--- src/source/neo_pkg.sv ---
package neo_pkg;

	// Header size field, also used for the address masks
	typedef logic [31:0] rom_size_t;

	// Byte address within the .NEO file
	typedef logic [26:0] file_addr_t;

	// Byte offset within the current region
	typedef logic [25:0] offset_t;

	// Byte addresses on the two SDRAM write ports
	typedef logic [23:0] bank3_addr_t;
	typedef logic [25:0] bank012_addr_t;

	// Regions in file order
	typedef enum logic [2:0] {
		REG_P    = 3'd0,
		REG_S    = 3'd1,
		REG_M    = 3'd2,
		REG_V1   = 3'd3,
		REG_V2   = 3'd4,
		REG_C    = 3'd5,
		REG_DONE = 3'd6
	} rom_region_e;

	typedef enum logic [1:0] {
		ST_ACCEPT    = 2'd0,
		ST_WAIT_ACK  = 2'd1,
		ST_CHECK_END = 2'd2,
		ST_DONE      = 2'd3
	} load_state_e;

	// .NEO header layout
	localparam int unsigned HEADER_BYTES     = 4096;
	localparam int unsigned SIZE_FIELD_FIRST = 4;
	localparam int unsigned SIZE_FIELD_LAST  = 27;

	// Bank 3 memory map
	localparam bank3_addr_t FIX_BASE  = 24'hE00000;
	localparam bank3_addr_t MROM_BASE = 24'hF00000;

	// Second P bank exists above this size
	localparam rom_size_t PROM_SPLIT = 32'h0010_0000;

endpackage

--- src/source/neo_cfg_if.sv ---
`timescale 1ns/1ps

interface neo_cfg_if;

	neo_pkg::rom_size_t p_size;
	neo_pkg::rom_size_t s_size;
	neo_pkg::rom_size_t m_size;
	neo_pkg::rom_size_t v1_size;
	neo_pkg::rom_size_t v2_size;
	neo_pkg::rom_size_t c_size;
	logic               skip_adpcm;
	// High in the cycle the last header byte is taken
	logic               header_done;

	modport regs (
		output p_size, s_size, m_size, v1_size, v2_size, c_size, skip_adpcm, header_done
	);

	modport seq (
		input p_size, s_size, m_size, v1_size, v2_size, c_size, skip_adpcm, header_done
	);

	modport router (
		input c_size, v1_size, skip_adpcm
	);

endinterface

--- src/source/neo_wr_if.sv ---
`timescale 1ns/1ps

interface neo_wr_if;

	logic                  valid;
	logic                  ready;
	neo_pkg::rom_region_e  region;
	neo_pkg::offset_t      offset;
	logic [7:0]            data;
	// Low file address bits for the C-ROM swizzle
	logic [6:0]            file_lo;

	modport seq (
		output valid, region, offset, data, file_lo,
		input  ready
	);

	modport router (
		input  valid, region, offset, data, file_lo,
		output ready
	);

endinterface

--- src/source/neo_header_regs.sv ---
`timescale 1ns/1ps

module neo_header_regs (
	input  logic                 CLK_48M,
	input  logic                 rst_n,
	input  logic                 byte_take,
	input  neo_pkg::file_addr_t  file_addr,
	input  logic [7:0]           byte_data,
	input  logic                 skip_adpcm_req,
	neo_cfg_if.regs              cfg,
	output neo_pkg::rom_size_t   c_mask,
	output neo_pkg::rom_size_t   v1_mask,
	output neo_pkg::rom_size_t   v2_mask,
	output neo_pkg::rom_size_t   p2_mask,
	output logic                 pcm_merged,
	output logic                 adpcm_en
);

	logic in_size_field;
	logic last_byte;

	// Next power of two at or above size, minus one
	function automatic neo_pkg::rom_size_t size_mask(input neo_pkg::rom_size_t size);
		neo_pkg::rom_size_t m;
		m = size - 32'd1;
		for (int sh = 1; sh < 32; sh = sh * 2) begin
			m = m | (m >> sh);
		end
		if (size == '0) begin
			m = '0;
		end
		return m;
	endfunction

	assign in_size_field = file_addr >= neo_pkg::file_addr_t'(neo_pkg::SIZE_FIELD_FIRST) &&
		file_addr <= neo_pkg::file_addr_t'(neo_pkg::SIZE_FIELD_LAST);
	assign last_byte = file_addr == neo_pkg::file_addr_t'(neo_pkg::HEADER_BYTES - 1);

	assign cfg.header_done = byte_take && last_byte;

	always_ff @(posedge CLK_48M or negedge rst_n) begin
		if (!rst_n) begin
			cfg.p_size     <= '0;
			cfg.s_size     <= '0;
			cfg.m_size     <= '0;
			cfg.v1_size    <= '0;
			cfg.v2_size    <= '0;
			cfg.c_size     <= '0;
			cfg.skip_adpcm <= 1'b0;
		end else if (byte_take) begin
			if (file_addr == '0) begin
				cfg.skip_adpcm <= skip_adpcm_req;
			end
			// Little-endian fields, so each byte enters at the top of C and ripples down
			if (in_size_field) begin
				{cfg.c_size, cfg.v2_size, cfg.v1_size, cfg.m_size, cfg.s_size, cfg.p_size} <=
					{byte_data, cfg.c_size, cfg.v2_size, cfg.v1_size, cfg.m_size,
					cfg.s_size, cfg.p_size[31:8]};
			end
		end
	end

	always_ff @(posedge CLK_48M or negedge rst_n) begin
		if (!rst_n) begin
			c_mask     <= '0;
			v1_mask    <= '0;
			v2_mask    <= '0;
			p2_mask    <= '0;
			pcm_merged <= 1'b0;
			adpcm_en   <= 1'b0;
		end else if (cfg.header_done) begin
			c_mask  <= size_mask(cfg.c_size);
			v1_mask <= size_mask(cfg.v1_size);
			v2_mask <= size_mask(cfg.v2_size);
			if (cfg.p_size > neo_pkg::PROM_SPLIT) begin
				p2_mask <= size_mask(cfg.p_size - neo_pkg::PROM_SPLIT);
			end else begin
				p2_mask <= '0;
			end
			// No V2 data means ADPCM-A and ADPCM-B share V1
			pcm_merged <= cfg.v2_size == '0;
			adpcm_en   <= !cfg.skip_adpcm;
		end
	end

endmodule

--- src/source/neo_load_sequencer.sv ---
`timescale 1ns/1ps

module neo_load_sequencer (
	input  logic                 CLK_48M,
	input  logic                 rst_n,
	input  logic                 load_active,
	input  logic                 in_valid,
	output logic                 in_ready,
	input  neo_pkg::file_addr_t  in_addr,
	input  logic [7:0]           in_data,
	output logic                 byte_take,
	neo_cfg_if.seq               cfg,
	neo_wr_if.seq                wr
);

	neo_pkg::load_state_e state;
	neo_pkg::rom_region_e region;
	neo_pkg::offset_t     offset;
	neo_pkg::rom_size_t   region_size;
	logic                 is_header;
	logic                 write_due;

	always_comb begin
		case (region)
			neo_pkg::REG_P:  region_size = cfg.p_size;
			neo_pkg::REG_S:  region_size = cfg.s_size;
			neo_pkg::REG_M:  region_size = cfg.m_size;
			neo_pkg::REG_V1: region_size = cfg.v1_size;
			neo_pkg::REG_V2: region_size = cfg.v2_size;
			neo_pkg::REG_C:  region_size = cfg.c_size;
			default:         region_size = '0;
		endcase
	end

	assign is_header = in_addr < neo_pkg::file_addr_t'(neo_pkg::HEADER_BYTES);

	// V1 and V2 are still counted in skip mode, just not written
	assign write_due = (region inside {neo_pkg::REG_P, neo_pkg::REG_S, neo_pkg::REG_M,
		neo_pkg::REG_C}) ||
		((region inside {neo_pkg::REG_V1, neo_pkg::REG_V2}) && !cfg.skip_adpcm);

	assign in_ready = (state == neo_pkg::ST_ACCEPT && wr.ready) ||
		state == neo_pkg::ST_DONE;
	assign byte_take = in_valid && in_ready && load_active;

	assign wr.valid   = state == neo_pkg::ST_ACCEPT && in_valid && load_active &&
		!is_header && write_due;
	assign wr.region  = region;
	assign wr.offset  = offset;
	assign wr.data    = in_data;
	assign wr.file_lo = in_addr[6:0];

	always_ff @(posedge CLK_48M or negedge rst_n) begin
		if (!rst_n) begin
			state  <= neo_pkg::ST_ACCEPT;
			region <= neo_pkg::REG_P;
			offset <= '0;
		end else begin
			case (state)
				neo_pkg::ST_ACCEPT: begin
					if (byte_take) begin
						if (is_header) begin
							region <= neo_pkg::REG_P;
							offset <= '0;
							if (cfg.header_done) begin
								state <= neo_pkg::ST_CHECK_END;
							end
						end else if (write_due) begin
							state <= neo_pkg::ST_WAIT_ACK;
						end else begin
							offset <= offset + 26'd1;
							state  <= neo_pkg::ST_CHECK_END;
						end
					end
				end
				// Port valid is up, ready here means the write retires
				neo_pkg::ST_WAIT_ACK: begin
					if (wr.ready) begin
						offset <= offset + 26'd1;
						state  <= neo_pkg::ST_CHECK_END;
					end
				end
				neo_pkg::ST_CHECK_END: begin
					if (region == neo_pkg::REG_DONE) begin
						state <= neo_pkg::ST_DONE;
					end else if ({6'd0, offset} == region_size) begin
						offset <= '0;
						region <= neo_pkg::rom_region_e'(region + 3'd1);
						if (region == neo_pkg::REG_C) begin
							state <= neo_pkg::ST_DONE;
						end
					end else begin
						state <= neo_pkg::ST_ACCEPT;
					end
				end
				default: begin
					if (!load_active) begin
						state  <= neo_pkg::ST_ACCEPT;
						region <= neo_pkg::REG_P;
						offset <= '0;
					end else if (byte_take) begin
						state <= neo_pkg::ST_CHECK_END;
					end
				end
			endcase
		end
	end

endmodule

--- src/source/neo_port_router.sv ---
`timescale 1ns/1ps

module neo_port_router (
	input  logic         CLK_48M,
	input  logic         rst_n,
	neo_cfg_if.router    cfg,
	neo_wr_if.router     wr,
	output logic         p1_valid,
	output logic         p2_valid,
	input  logic         p1_ready,
	input  logic         p2_ready,
	output logic [22:0]  p1_addr,
	output logic [24:0]  p2_addr,
	output logic [15:0]  p1_data,
	output logic [15:0]  p2_data,
	output logic [1:0]   p1_be,
	output logic [1:0]   p2_be
);

	neo_pkg::bank3_addr_t   p1_byte;
	neo_pkg::bank012_addr_t p2_byte;
	logic                   sel_p1;
	logic                   sel_p2;
	logic                   p1_free;
	logic                   p2_free;
	logic                   take_p1;
	logic                   take_p2;

	// Bank 3 layout
	always_comb begin
		case (wr.region)
			neo_pkg::REG_S: p1_byte = neo_pkg::FIX_BASE + neo_pkg::bank3_addr_t'({wr.offset[18:5],
				wr.offset[2:0], ~wr.offset[4], wr.offset[3]});
			neo_pkg::REG_M: p1_byte = neo_pkg::MROM_BASE | wr.offset[23:0];
			default:        p1_byte = wr.offset[23:0];
		endcase
	end

	// Bank 0..2 holds C, then V1, then V2
	always_comb begin
		case (wr.region)
			neo_pkg::REG_V1: p2_byte = cfg.c_size[25:0] + wr.offset;
			neo_pkg::REG_V2: p2_byte = cfg.c_size[25:0] + cfg.v1_size[25:0] + wr.offset;
			default:         p2_byte = {wr.offset[25:7], wr.file_lo[5:2], ~wr.file_lo[6],
				wr.file_lo[0], wr.file_lo[1]};
		endcase
	end

	assign sel_p1 = wr.region inside {neo_pkg::REG_P, neo_pkg::REG_S, neo_pkg::REG_M};
	assign sel_p2 = wr.region == neo_pkg::REG_C ||
		((wr.region inside {neo_pkg::REG_V1, neo_pkg::REG_V2}) && !cfg.skip_adpcm);

	// A port is free when empty or handing off this cycle
	assign p1_free = !p1_valid || p1_ready;
	assign p2_free = !p2_valid || p2_ready;

	// Writes that select no port are dropped at once
	assign wr.ready = sel_p1 ? p1_free : (sel_p2 ? p2_free : 1'b1);

	assign take_p1 = wr.valid && wr.ready && sel_p1;
	assign take_p2 = wr.valid && wr.ready && sel_p2;

	always_ff @(posedge CLK_48M or negedge rst_n) begin
		if (!rst_n) begin
			p1_valid <= 1'b0;
			p2_valid <= 1'b0;
		end else begin
			if (take_p1) begin
				p1_valid <= 1'b1;
			end else if (p1_ready) begin
				p1_valid <= 1'b0;
			end
			if (take_p2) begin
				p2_valid <= 1'b1;
			end else if (p2_ready) begin
				p2_valid <= 1'b0;
			end
		end
	end

	always_ff @(posedge CLK_48M) begin
		if (take_p1) begin
			p1_addr <= p1_byte[23:1];
			p1_be   <= {p1_byte[0], ~p1_byte[0]};
			p1_data <= {wr.data, wr.data};
		end
		if (take_p2) begin
			p2_addr <= p2_byte[25:1];
			p2_be   <= {p2_byte[0], ~p2_byte[0]};
			p2_data <= {wr.data, wr.data};
		end
	end

endmodule

--- src/source/neo_cart_loader.sv ---
`timescale 1ns/1ps

module neo_cart_loader (
	input  logic                 CLK_48M,
	input  logic                 rst_n,
	input  logic                 load_active,
	input  logic                 skip_adpcm,
	input  logic                 in_valid,
	output logic                 in_ready,
	input  neo_pkg::file_addr_t  in_addr,
	input  logic [7:0]           in_data,
	// Bank 3 write port
	output logic                 p1_valid,
	input  logic                 p1_ready,
	output logic [22:0]          p1_addr,
	output logic [15:0]          p1_data,
	output logic [1:0]           p1_be,
	// Bank 0..2 write port
	output logic                 p2_valid,
	input  logic                 p2_ready,
	output logic [24:0]          p2_addr,
	output logic [15:0]          p2_data,
	output logic [1:0]           p2_be,
	output neo_pkg::rom_size_t   c_mask,
	output neo_pkg::rom_size_t   v1_mask,
	output neo_pkg::rom_size_t   v2_mask,
	output neo_pkg::rom_size_t   p2_mask,
	output logic                 pcm_merged,
	output logic                 adpcm_en
);

	logic byte_take;

	neo_cfg_if cfg_if ();
	neo_wr_if  wr_if ();

	neo_header_regs header_regs_i (
		.CLK_48M        (CLK_48M),
		.rst_n          (rst_n),
		.byte_take      (byte_take),
		.file_addr      (in_addr),
		.byte_data      (in_data),
		.skip_adpcm_req (skip_adpcm),
		.cfg            (cfg_if.regs),
		.c_mask         (c_mask),
		.v1_mask        (v1_mask),
		.v2_mask        (v2_mask),
		.p2_mask        (p2_mask),
		.pcm_merged     (pcm_merged),
		.adpcm_en       (adpcm_en)
	);

	neo_load_sequencer load_sequencer_i (
		.CLK_48M     (CLK_48M),
		.rst_n       (rst_n),
		.load_active (load_active),
		.in_valid    (in_valid),
		.in_ready    (in_ready),
		.in_addr     (in_addr),
		.in_data     (in_data),
		.byte_take   (byte_take),
		.cfg         (cfg_if.seq),
		.wr          (wr_if.seq)
	);

	neo_port_router port_router_i (
		.CLK_48M  (CLK_48M),
		.rst_n    (rst_n),
		.cfg      (cfg_if.router),
		.wr       (wr_if.router),
		.p1_valid (p1_valid),
		.p2_valid (p2_valid),
		.p1_ready (p1_ready),
		.p2_ready (p2_ready),
		.p1_addr  (p1_addr),
		.p2_addr  (p2_addr),
		.p1_data  (p1_data),
		.p2_data  (p2_data),
		.p1_be    (p1_be),
		.p2_be    (p2_be)
	);

endmodule

--- config.mk ---
export PLATFORM = sky130hd
export DESIGN_NAME = neo_cart_loader
export DESIGN_NICKNAME = d
export VERILOG_FILES = /design/src/source/neo_pkg.sv /design/src/source/neo_cfg_if.sv /design/src/source/neo_wr_if.sv /design/src/source/neo_header_regs.sv /design/src/source/neo_load_sequencer.sv /design/src/source/neo_port_router.sv /design/src/source/neo_cart_loader.sv
export SDC_FILE = /design/constraint.sdc
export NUM_CORES = 1
export LEC_CHECK = 0
export BUFFER_PORTS_ARGS = -buffer_cell sky130_fd_sc_hd__buf_2
export CORE_MARGIN = 1.5
export CORE_UTILIZATION = 65
export CTS_BUF_LIST = sky130_fd_sc_hd__clkbuf_16
export DETAILED_ROUTE_END_ITERATION = 7
export GPL_TIMING_DRIVEN = 0
export PLACE_DENSITY = 0.89
export SYNTH_ARGS = -nofsm -noshare
export SYNTH_HDL_FRONTEND = slang
export SYNTH_SLANG_ARGS = --single-unit
--- constraint.sdc ---
create_clock -name CLK_48M -period 7 [get_ports CLK_48M]
set_input_delay 0.35 -clock CLK_48M [delete_from_list [all_inputs] [get_ports CLK_48M]]
set_output_delay 0.35 -clock CLK_48M [all_outputs]
set_load 0.01 [all_outputs]
==> impl_metrics.xml, run 1 <==
<?xml version="1.0" encoding="UTF-8"?>
<metrics>
  <group name="route">
    <metric name="num_vias" unit="">24700</metric>
    <metric name="antenna_violating_nets_left" unit="">0</metric>
    <metric name="drt-pass1-iter-count" unit="">6</metric>
    <metric name="drt_wl_total" unit="mm">96.9</metric>
    <metric name="route.detailed.drc" unit="">0</metric>
    <metric name="drt-initial-drc-count" unit="">2977</metric>
    <metric name="routed_wire_length_per_instance" unit="um">27.3</metric>
    <metric name="vias_per_cell" unit="">6.96</metric>
  </group>
  <group name="die">
    <metric name="die_area" unit="sq um">41100</metric>
    <metric name="starting_density_of_the_core" unit="">0.656</metric>
    <metric name="io_pins" unit="">259</metric>
    <metric name="die_w" unit="um">203</metric>
    <metric name="floorplan.die.height" unit="um">203</metric>
    <metric name="row_count" unit="">73</metric>
    <metric name="area_of_the_placeable_core" unit="sq um">39500</metric>
  </group>
  <group name="power_and_ir_drop">
    <metric name="p_total" unit="W">0.00623</metric>
    <metric name="total_leakage_power" unit="nW">14.2</metric>
    <metric name="power_per_cell_area" unit="nW/um^2">210</metric>
    <metric name="irDropWorstVdd" unit="mV">0.172</metric>
  </group>
  <group name="sta">
    <metric name="worst_margin_slew" unit="ns">1.38</metric>
    <metric name="finClkSkew" unit="ns">0.0361</metric>
    <metric name="finalCriticalPeriod" unit="ns">6.10</metric>
    <metric name="report.final.setup_viol" unit="">0</metric>
    <metric name="layout_worst_path_cycle_share" unit="">0.871</metric>
    <metric name="rsz0062_at_grt" unit="">false</metric>
    <metric name="highest_clock_rate" unit="MHz">164</metric>
    <metric name="finalHoldViolCount" unit="">0</metric>
    <metric name="final_max_slew_viol_count" unit="">0</metric>
    <metric name="timing.max_slew.rel_slack" unit="">0.0797</metric>
  </group>
  <group name="placed_design">
    <metric name="numPortBuffers" unit="">258</metric>
    <metric name="gp_congestion" unit="">1.02</metric>
    <metric name="post-dp-hpwl" unit="mm">71.1</metric>
  </group>
  <group name="grt">
    <metric name="grt_first_pass_wirelength" unit="mm">143</metric>
    <metric name="total_global_routing_track_utilization" unit="">0.466</metric>
    <metric name="overflow" unit="">0</metric>
    <metric name="grt_antenna_before_repair" unit="">3</metric>
    <metric name="grt_max_degree" unit="">127</metric>
    <metric name="grt_pass1_vias" unit="">23300</metric>
  </group>
  <group name="layout">
    <metric name="flow.area_growth_from_synthesis" unit="%">14.3</metric>
    <metric name="diodes" unit="">0</metric>
    <metric name="nets" unit="">3128</metric>
    <metric name="drive_above_1_share" unit="">0.196</metric>
    <metric name="final_util" unit="">0.750</metric>
  </group>
  <group name="critical_path">
    <metric name="regToRegSetupSlack" unit="ns">0.90</metric>
    <metric name="ff2ff_path_depth" unit="">15</metric>
    <metric name="critical_path.reg2reg.startpoint" unit="">load_sequencer_i.wr.region[2]</metric>
    <metric name="crit_path_end_kind" unit="">flip-flop</metric>
    <metric name="startpoint_class_of_the_critical_path" unit="">flip-flop</metric>
    <metric name="cp_data_required_time" unit="ns">7.48</metric>
    <metric name="worst_endpoint_data_arrival_time" unit="ns">6.57</metric>
    <metric name="regToRegEndpoint" unit="">load_sequencer_i.wr.offset[15]</metric>
    <metric name="startpoint" unit="">load_sequencer_i.wr.region[2]</metric>
    <metric name="start_to_end_type_of_the_worst_setup_path" unit="">flip-flop to flip-flop</metric>
    <metric name="worstPathMaxFanout" unit="">10</metric>
    <metric name="cp-endpoint" unit="">load_sequencer_i.wr.offset[15]</metric>
  </group>
  <group name="clocking">
    <metric name="ctsRootBufferMaster" unit="">sky130_fd_sc_hd__clkbuf_16</metric>
    <metric name="tritoncts_clock_tree" unit="">yes</metric>
    <metric name="clk_transition_reported_paths" unit="ns">0.07</metric>
    <metric name="post_cts.repair.setup_buffers" unit="">0</metric>
    <metric name="cts.sinks" unit="">424</metric>
    <metric name="clk-insertion-delay-late" unit="ns">0.62</metric>
    <metric name="max-clock-path-buffers" unit="">3</metric>
    <metric name="tritoncts.num_buffers" unit="">45</metric>
    <metric name="cts.hold.buffers_added" unit="">10</metric>
    <metric name="cts-resized-gates" unit="">0</metric>
    <metric name="cts_max_level" unit="">2</metric>
  </group>
  <group name="yosys">
    <metric name="dominant_cell_type_by_area_after_synthesis" unit="">sky130_fd_sc_hd__dfrtp_1</metric>
    <metric name="synth.yosys.seq_area_share" unit="">0.422</metric>
    <metric name="synth.most_common_cell" unit="">sky130_fd_sc_hd__dfrtp_1</metric>
    <metric name="proportion_of_netlist_area_held_by_the_largest_area_contributor" unit="">0.343</metric>
    <metric name="synth_cell_type_count" unit="">84</metric>
    <metric name="ys_warn_count" unit="">0</metric>
    <metric name="synth.cell_area" unit="sq um">25900</metric>
    <metric name="asyncSetResetFlopFracSynth" unit="">0.840</metric>
    <metric name="synth_seq_cells" unit="">424</metric>
    <metric name="postSynthNetCount" unit="">2808</metric>
    <metric name="top_cell_types_by_occurrence_after_synthesis" unit="">sky130_fd_sc_hd__dfrtp_1, sky130_fd_sc_hd__nand2_1, sky130_fd_sc_hd__mux2_2, sky130_fd_sc_hd__nor2_1, sky130_fd_sc_hd__o21ai_0</metric>
    <metric name="synth_ff_type" unit="">sky130_fd_sc_hd__dfrtp_1</metric>
    <metric name="synth_area_leaders" unit="">sky130_fd_sc_hd__dfrtp_1, sky130_fd_sc_hd__mux2_2, sky130_fd_sc_hd__edfxtp_1</metric>
    <metric name="synth_enable_flop_cells" unit="">68</metric>
    <metric name="synth_cells" unit="">2665</metric>
    <metric name="synthesis.area_per_instance" unit="sq um">9.74</metric>
  </group>
  <group name="hold_path">
    <metric name="holdCritPathClass" unit="">primary input to flip-flop</metric>
  </group>
  <group name="run_status">
    <metric name="outcome" unit="">complete, no violations</metric>
  </group>
  <group name="job">
    <metric name="drv_cap" unit="">0</metric>
  </group>
</metrics>
[layout by cell type, fill, tap and decap left out, types with 52 or more instances in the layout]
master	instances
sky130_fd_sc_hd__xor2_1	67
sky130_fd_sc_hd__o21ai_0	169
sky130_fd_sc_hd__dfrtp_1	356
sky130_fd_sc_hd__edfxtp_1	68
sky130_fd_sc_hd__nand2_1	280
sky130_fd_sc_hd__inv_1	52
sky130_fd_sc_hd__nor3_1	66
sky130_fd_sc_hd__clkbuf_1	157
sky130_fd_sc_hd__a21oi_1	107
sky130_fd_sc_hd__xnor2_1	93
sky130_fd_sc_hd__nor2_1	190
sky130_fd_sc_hd__ha_1	74
sky130_fd_sc_hd__mux2_2	201
sky130_fd_sc_hd__buf_2	264
[per-stage QoR]
step | hold WS, ns | setup TNS (ns) | setup slack (ns) | instance area, sq um | cells
finish | 0.0753 | 0 | 0.902 | 29700 | 3544
global route | 0.107 | 0 | 0.600 | 29700 | 3544
CTS | 0.0496 | 0 | 1.22 | 29600 | 3542
detailed placement | 0.279 | 0 | 1.32 | 28000 | 3451
global placement | 0.445 | -352.22 | -1.03 | 27900 | 3448
floorplan | 0.0544 | 0 | 2.84 | 25900 | 2665
[metal layers]
layer  up-vias  wire length, um  global-route usage
met5         -               27                   0
met1     12000            36300               0.624
met3       383            12000               0.104
met2      1904            42000               0.698
li1      10400                -                   -
met4         4             6600               0.277
[logic make-up after synthesis]
| kind of cell | share of synthesized area |
|---|---|
| AO/OA/AOI/OAI | 0.155 |
| XOR/XNOR | 0.0540 |
| adder cells (fa/ha/maj) | 0.0565 |
| buffers and inverters | 0.0381 |
| flip-flops | 0.422 |
| multiplexers | 0.0899 |
| AND/OR/NAND/NOR | 0.184 |
[report_power, final]
part,internal (W),leakage [nW],switching [W]
Combinational,0.000299,7.94,0.000733
Sequential,0.00258,5.53,0.0000459
Clock,0.00151,0.780,0.00106
[registers in the layout, summed over array words and instances (netlist names), 23 cells and up]
register	count
header_regs_i.cfg.m_size	32
header_regs_i.cfg.v1_size	32
port_router_i.p2_addr	25
header_regs_i.v2_mask	32
header_regs_i.cfg.v2_size	32
header_regs_i.p2_mask	32
header_regs_i.cfg.s_size	32
load_sequencer_i.wr.offset	26
header_regs_i.v1_mask	32
port_router_i.p1_addr	23
header_regs_i.cfg.p_size	32
header_regs_i.cfg.c_size	32
header_regs_i.c_mask	32
[critical path: stages (launching register included)]
cell                       delay [ns]
sky130_fd_sc_hd__dfrtp_1         0.52
sky130_fd_sc_hd__buf_2           0.36
sky130_fd_sc_hd__clkbuf_1        0.43
sky130_fd_sc_hd__inv_1           0.28
sky130_fd_sc_hd__ha_1            0.39
sky130_fd_sc_hd__clkbuf_1        0.30
sky130_fd_sc_hd__a222oi_1        0.62
sky130_fd_sc_hd__nand2_1         0.14
sky130_fd_sc_hd__xor2_1          0.16
sky130_fd_sc_hd__nor4_1          0.30
sky130_fd_sc_hd__nand3_1         0.20
sky130_fd_sc_hd__o32ai_1         1.01
sky130_fd_sc_hd__nand2_1         0.38
sky130_fd_sc_hd__nor2_1          0.28
sky130_fd_sc_hd__clkbuf_1        0.45
sky130_fd_sc_hd__nor2_1          0.15
[worst min-delay path by stage]
stage                                    startpoint  cells past startpoint  slack (ns)                        endpoint
after global routing                       p2_ready                      3        0.11          port_router_i.p2_valid
after floorplan                               rst_n                      0        0.05          header_regs_i.adpcm_en
after detailed placement                      rst_n                      1        0.28  load_sequencer_i.wr.offset[16]
after CTS                                  p2_ready                      3        0.05          port_router_i.p2_valid
final                                      p2_ready                      3        0.08          port_router_i.p2_valid
after global placement    header_regs_i.v1_mask[12]                      2        0.45       header_regs_i.v1_mask[12]
[area by class of cell]
type / count / area (sq um)
clock inverters: 36 / 425
flip-flops and latches: 424 / 11000
fillers: 2725 / 9880
well taps: 525 / 657
multi-input cells: 2000 / 14000
inverters: 45 / 169
clock buffers: 45 / 1130
plain buffers: 196 / 821
repair buffers: 273 / 1510
Note: power is estimated with default switching activity, not from simulation.
==> inputs of run 2 (changes only) <==
--- a/config.mk
+++ b/config.mk
@@ -6,7 +6,6 @@
 export NUM_CORES = 1
 export LEC_CHECK = 0
 export BUFFER_PORTS_ARGS = -buffer_cell sky130_fd_sc_hd__buf_2
-export CORE_MARGIN = 1.5
 export CORE_UTILIZATION = 65
 export CTS_BUF_LIST = sky130_fd_sc_hd__clkbuf_16
 export DETAILED_ROUTE_END_ITERATION = 7
==> run 2 against run 1 <==
Against the previous run: the flow now finishes with violations (design-rule violations); non-clock buffer count shrank 2; combinational power is essentially flat; largest power group unchanged; clock power fell by 8.2%; first-iteration DRC count increased by 14%; clock skew shrank 0.0038 ns; sequential power barely moved; maximum frequency is 2.7% lower; highest routed layer is now met4.
==> impl_metrics.xml, run 2 (synthesis gave the netlist of run 1 again) <==
<?xml version="1.0" encoding="UTF-8"?>
<metrics>
  <group name="critical_path">
    <metric name="start_to_end_type_of_the_worst_setup_path" unit="">flip-flop to flip-flop</metric>
    <metric name="path_buf_inv" unit="">5</metric>
    <metric name="critPathTopFamily" unit="">compound AO/OA/AOI/OAI gates</metric>
    <metric name="startpoint_class_of_the_critical_path" unit="">flip-flop</metric>
    <metric name="cp_data_required_time" unit="ns">7.44</metric>
    <metric name="worstPathMaxFanout" unit="">10</metric>
    <metric name="critical_path.most_common_cell" unit="">sky130_fd_sc_hd__clkbuf_1</metric>
    <metric name="stage_delay_of_the_slowest_cell_on_the_critical_path" unit="ns">1.03</metric>
    <metric name="crit_path_end_kind" unit="">flip-flop</metric>
    <metric name="path_cells" unit="">buf_2 -&gt; clkbuf_1 -&gt; inv_1 -&gt; ha_1 -&gt; clkbuf_1 -&gt; a222oi_1 -&gt; nand2_1 -&gt; xor2_1 -&gt; nor4_1 -&gt; nand3_1 -&gt; o32ai_1 -&gt; nand2_1 -&gt; nor2_1 -&gt; clkbuf_1 -&gt; a21oi_1</metric>
    <metric name="worst_endpoint_data_arrival_time" unit="ns">6.70</metric>
    <metric name="timing.critical_path.slowest_stage_cell" unit="">sky130_fd_sc_hd__o32ai_1</metric>
  </group>
  <group name="layout">
    <metric name="flow.area_growth_from_synthesis" unit="%">13.6</metric>
    <metric name="nFillCells" unit="">2657</metric>
    <metric name="layout_common_cells" unit="">sky130_fd_sc_hd__dfrtp_1, sky130_fd_sc_hd__nand2_1, sky130_fd_sc_hd__buf_2</metric>
    <metric name="nets" unit="">3126</metric>
    <metric name="layout_commonest_cell" unit="">sky130_fd_sc_hd__dfrtp_1</metric>
    <metric name="drive_above_1_share" unit="">0.195</metric>
    <metric name="fin_cells" unit="">3537</metric>
    <metric name="diodes" unit="">0</metric>
  </group>
  <group name="sta">
    <metric name="final_max_slew_viol_count" unit="">0</metric>
    <metric name="finClkSkew" unit="ns">0.0324</metric>
    <metric name="highest_clock_rate" unit="MHz">160</metric>
    <metric name="finalCriticalPeriod" unit="ns">6.27</metric>
    <metric name="worst_margin_slew" unit="ns">1.30</metric>
    <metric name="timing.max_slew.rel_slack" unit="">0.135</metric>
    <metric name="finalHoldViolCount" unit="">0</metric>
    <metric name="report.final.setup_viol" unit="">0</metric>
    <metric name="final_worst_path_setup_slack" unit="ns">0.732</metric>
    <metric name="rsz0062_at_grt" unit="">false</metric>
    <metric name="layout_worst_path_cycle_share" unit="">0.895</metric>
  </group>
  <group name="grt">
    <metric name="grt_first_pass_wirelength" unit="mm">144</metric>
    <metric name="total_global_routing_track_utilization" unit="">0.472</metric>
    <metric name="grt_max_degree" unit="">128</metric>
    <metric name="overflow" unit="">0</metric>
    <metric name="grt_pass1_vias" unit="">23600</metric>
    <metric name="grt_antenna_before_repair" unit="">0</metric>
  </group>
  <group name="route">
    <metric name="num_vias" unit="">24700</metric>
    <metric name="routed_wire_length_per_instance" unit="um">27.4</metric>
    <metric name="drt-initial-drc-count" unit="">3400</metric>
    <metric name="antenna_violating_nets_left" unit="">0</metric>
    <metric name="vias_per_cell" unit="">6.99</metric>
    <metric name="route.detailed.drc" unit="">1</metric>
    <metric name="drt_wl_total" unit="mm">96.8</metric>
    <metric name="drt-pass1-iter-count" unit="">8</metric>
  </group>
  <group name="placed_design">
    <metric name="gp_congestion" unit="">1.07</metric>
    <metric name="place_inst" unit="">3443</metric>
    <metric name="numPortBuffers" unit="">258</metric>
    <metric name="placement_setup_slack" unit="ns">1.20</metric>
    <metric name="post-dp-hpwl" unit="mm">72.1</metric>
  </group>
  <group name="power_and_ir_drop">
    <metric name="irDropWorstVdd" unit="mV">0.191</metric>
    <metric name="p_total" unit="W">0.00600</metric>
    <metric name="total_leakage_power" unit="nW">14.2</metric>
    <metric name="power_per_cell_area" unit="nW/um^2">204</metric>
  </group>
  <group name="die">
    <metric name="io_pins" unit="">259</metric>
    <metric name="row_count" unit="">72</metric>
    <metric name="die_w" unit="um">202</metric>
    <metric name="die_area" unit="sq um">40700</metric>
    <metric name="starting_density_of_the_core" unit="">0.665</metric>
    <metric name="floorplan.die.height" unit="um">202</metric>
    <metric name="area_of_the_placeable_core" unit="sq um">39000</metric>
  </group>
  <group name="clocking">
    <metric name="cts-resized-gates" unit="">0</metric>
    <metric name="tritoncts.num_buffers" unit="">45</metric>
    <metric name="clk-insertion-delay-late" unit="ns">0.61</metric>
    <metric name="cts_max_level" unit="">2</metric>
    <metric name="post_cts.repair.setup_buffers" unit="">0</metric>
    <metric name="cts.sinks" unit="">424</metric>
    <metric name="cts.hold.buffers_added" unit="">9</metric>
    <metric name="ctsRootBufferMaster" unit="">sky130_fd_sc_hd__clkbuf_16</metric>
    <metric name="tritoncts_clock_tree" unit="">yes</metric>
    <metric name="max-clock-path-buffers" unit="">3</metric>
    <metric name="clk_transition_reported_paths" unit="ns">0.07</metric>
  </group>
  <group name="run_status">
    <metric name="outcome" unit="">finished with violations</metric>
    <metric name="failed_checks" unit="">design-rule violations</metric>
  </group>
  <group name="hold_path">
    <metric name="holdCritPathClass" unit="">primary input to flip-flop</metric>
  </group>
  <group name="job">
    <metric name="drv_cap" unit="">0</metric>
  </group>
</metrics>
## run 2: changes by cell type in the layout (fill, tap and decap cells not counted), sizes merged
cell / previous run / this run
dlygate4sd3: 10 / 9
bufinv: 9 / 3
inv: 56 / 52
buf: 300 / 299
clkinvlp: 4 / 3
clkinv: 12 / 25
## run 2: worst register-to-register path: stages (launching register included)
cell	delay [ns]
sky130_fd_sc_hd__dfrtp_1	0.48
sky130_fd_sc_hd__buf_2	0.35
sky130_fd_sc_hd__clkbuf_1	0.43
sky130_fd_sc_hd__inv_1	0.30
sky130_fd_sc_hd__ha_1	0.40
sky130_fd_sc_hd__clkbuf_1	0.29
sky130_fd_sc_hd__a222oi_1	0.69
sky130_fd_sc_hd__nand2_1	0.16
sky130_fd_sc_hd__xor2_1	0.17
sky130_fd_sc_hd__nor4_1	0.28
sky130_fd_sc_hd__nand3_1	0.14
sky130_fd_sc_hd__o32ai_1	1.03
sky130_fd_sc_hd__nand2_1	0.43
sky130_fd_sc_hd__nor2_1	0.31
sky130_fd_sc_hd__clkbuf_1	0.48
sky130_fd_sc_hd__a21oi_1	0.14
## run 2: power breakdown
part | switching [W] | internal (W)
clock network | 0.00107 | 0.00129
logic | 0.000721 | 0.000294
registers | 0.0000462 | 0.00258
## run 2: layer usage
layer | track usage | vias to the layer above | part of all wire
met5 | 0 | - | 0
met4 | 0.272 | 0 | 0.063
met3 | 0.134 | 378 | 0.13
met2 | 0.704 | 1923 | 0.44
met1 | 0.616 | 12000 | 0.37
li1 | - | 10400 | -
## run 2: final cells by class
cell class / instances / area (sq um) / area share
buffer: 196 / 821 / 0.0278
clock buffer: 45 / 1130 / 0.0382
clock inverter: 38 / 294 / 0.00997
inverter: 45 / 169 / 0.00573
multi-input combinational: 2000 / 14000 / 0.475
sequential: 424 / 11000 / 0.371
tap: 518 / 648 / 0.0220
timing repair buffer: 271 / 1470 / 0.0499
## run 2: per-stage QoR
stage / TNS, ns / area, sq um / util / hold WS, ns
4_1_cts: 0 / 29500 / 0.755 / 0.00915
3_3_place_gp: -341.99 / 27900 / 0.715 / 0.446
6_report: 0 / 29500 / 0.756 / 0.0220
2_1_floorplan: 0 / 25900 / - / 0.0544
5_1_grt: 0 / 29500 / 0.756 / 0.0291
3_5_place_dp: 0 / 28000 / 0.717 / 0.456
## run 2: path summary, 6_finish.rpt
kind,start,end,slack [ns],depth (start not counted)
max in group asynchronous,rst_n,header_regs_i.v2_mask[1],5.33,3
worst max-delay path,load_sequencer_i.wr.region[2],load_sequencer_i.wr.offset[25],0.73,15
min in group asynchronous,rst_n,load_sequencer_i.wr.offset[11],0.40,2
worst min register to register,header_regs_i.v1_mask[7],header_regs_i.v1_mask[7],0.47,2
worst min-delay path,skip_adpcm,header_regs_i.cfg.skip_adpcm,0.02,2
worst max register to register,load_sequencer_i.wr.region[2],load_sequencer_i.wr.offset[25],0.73,15
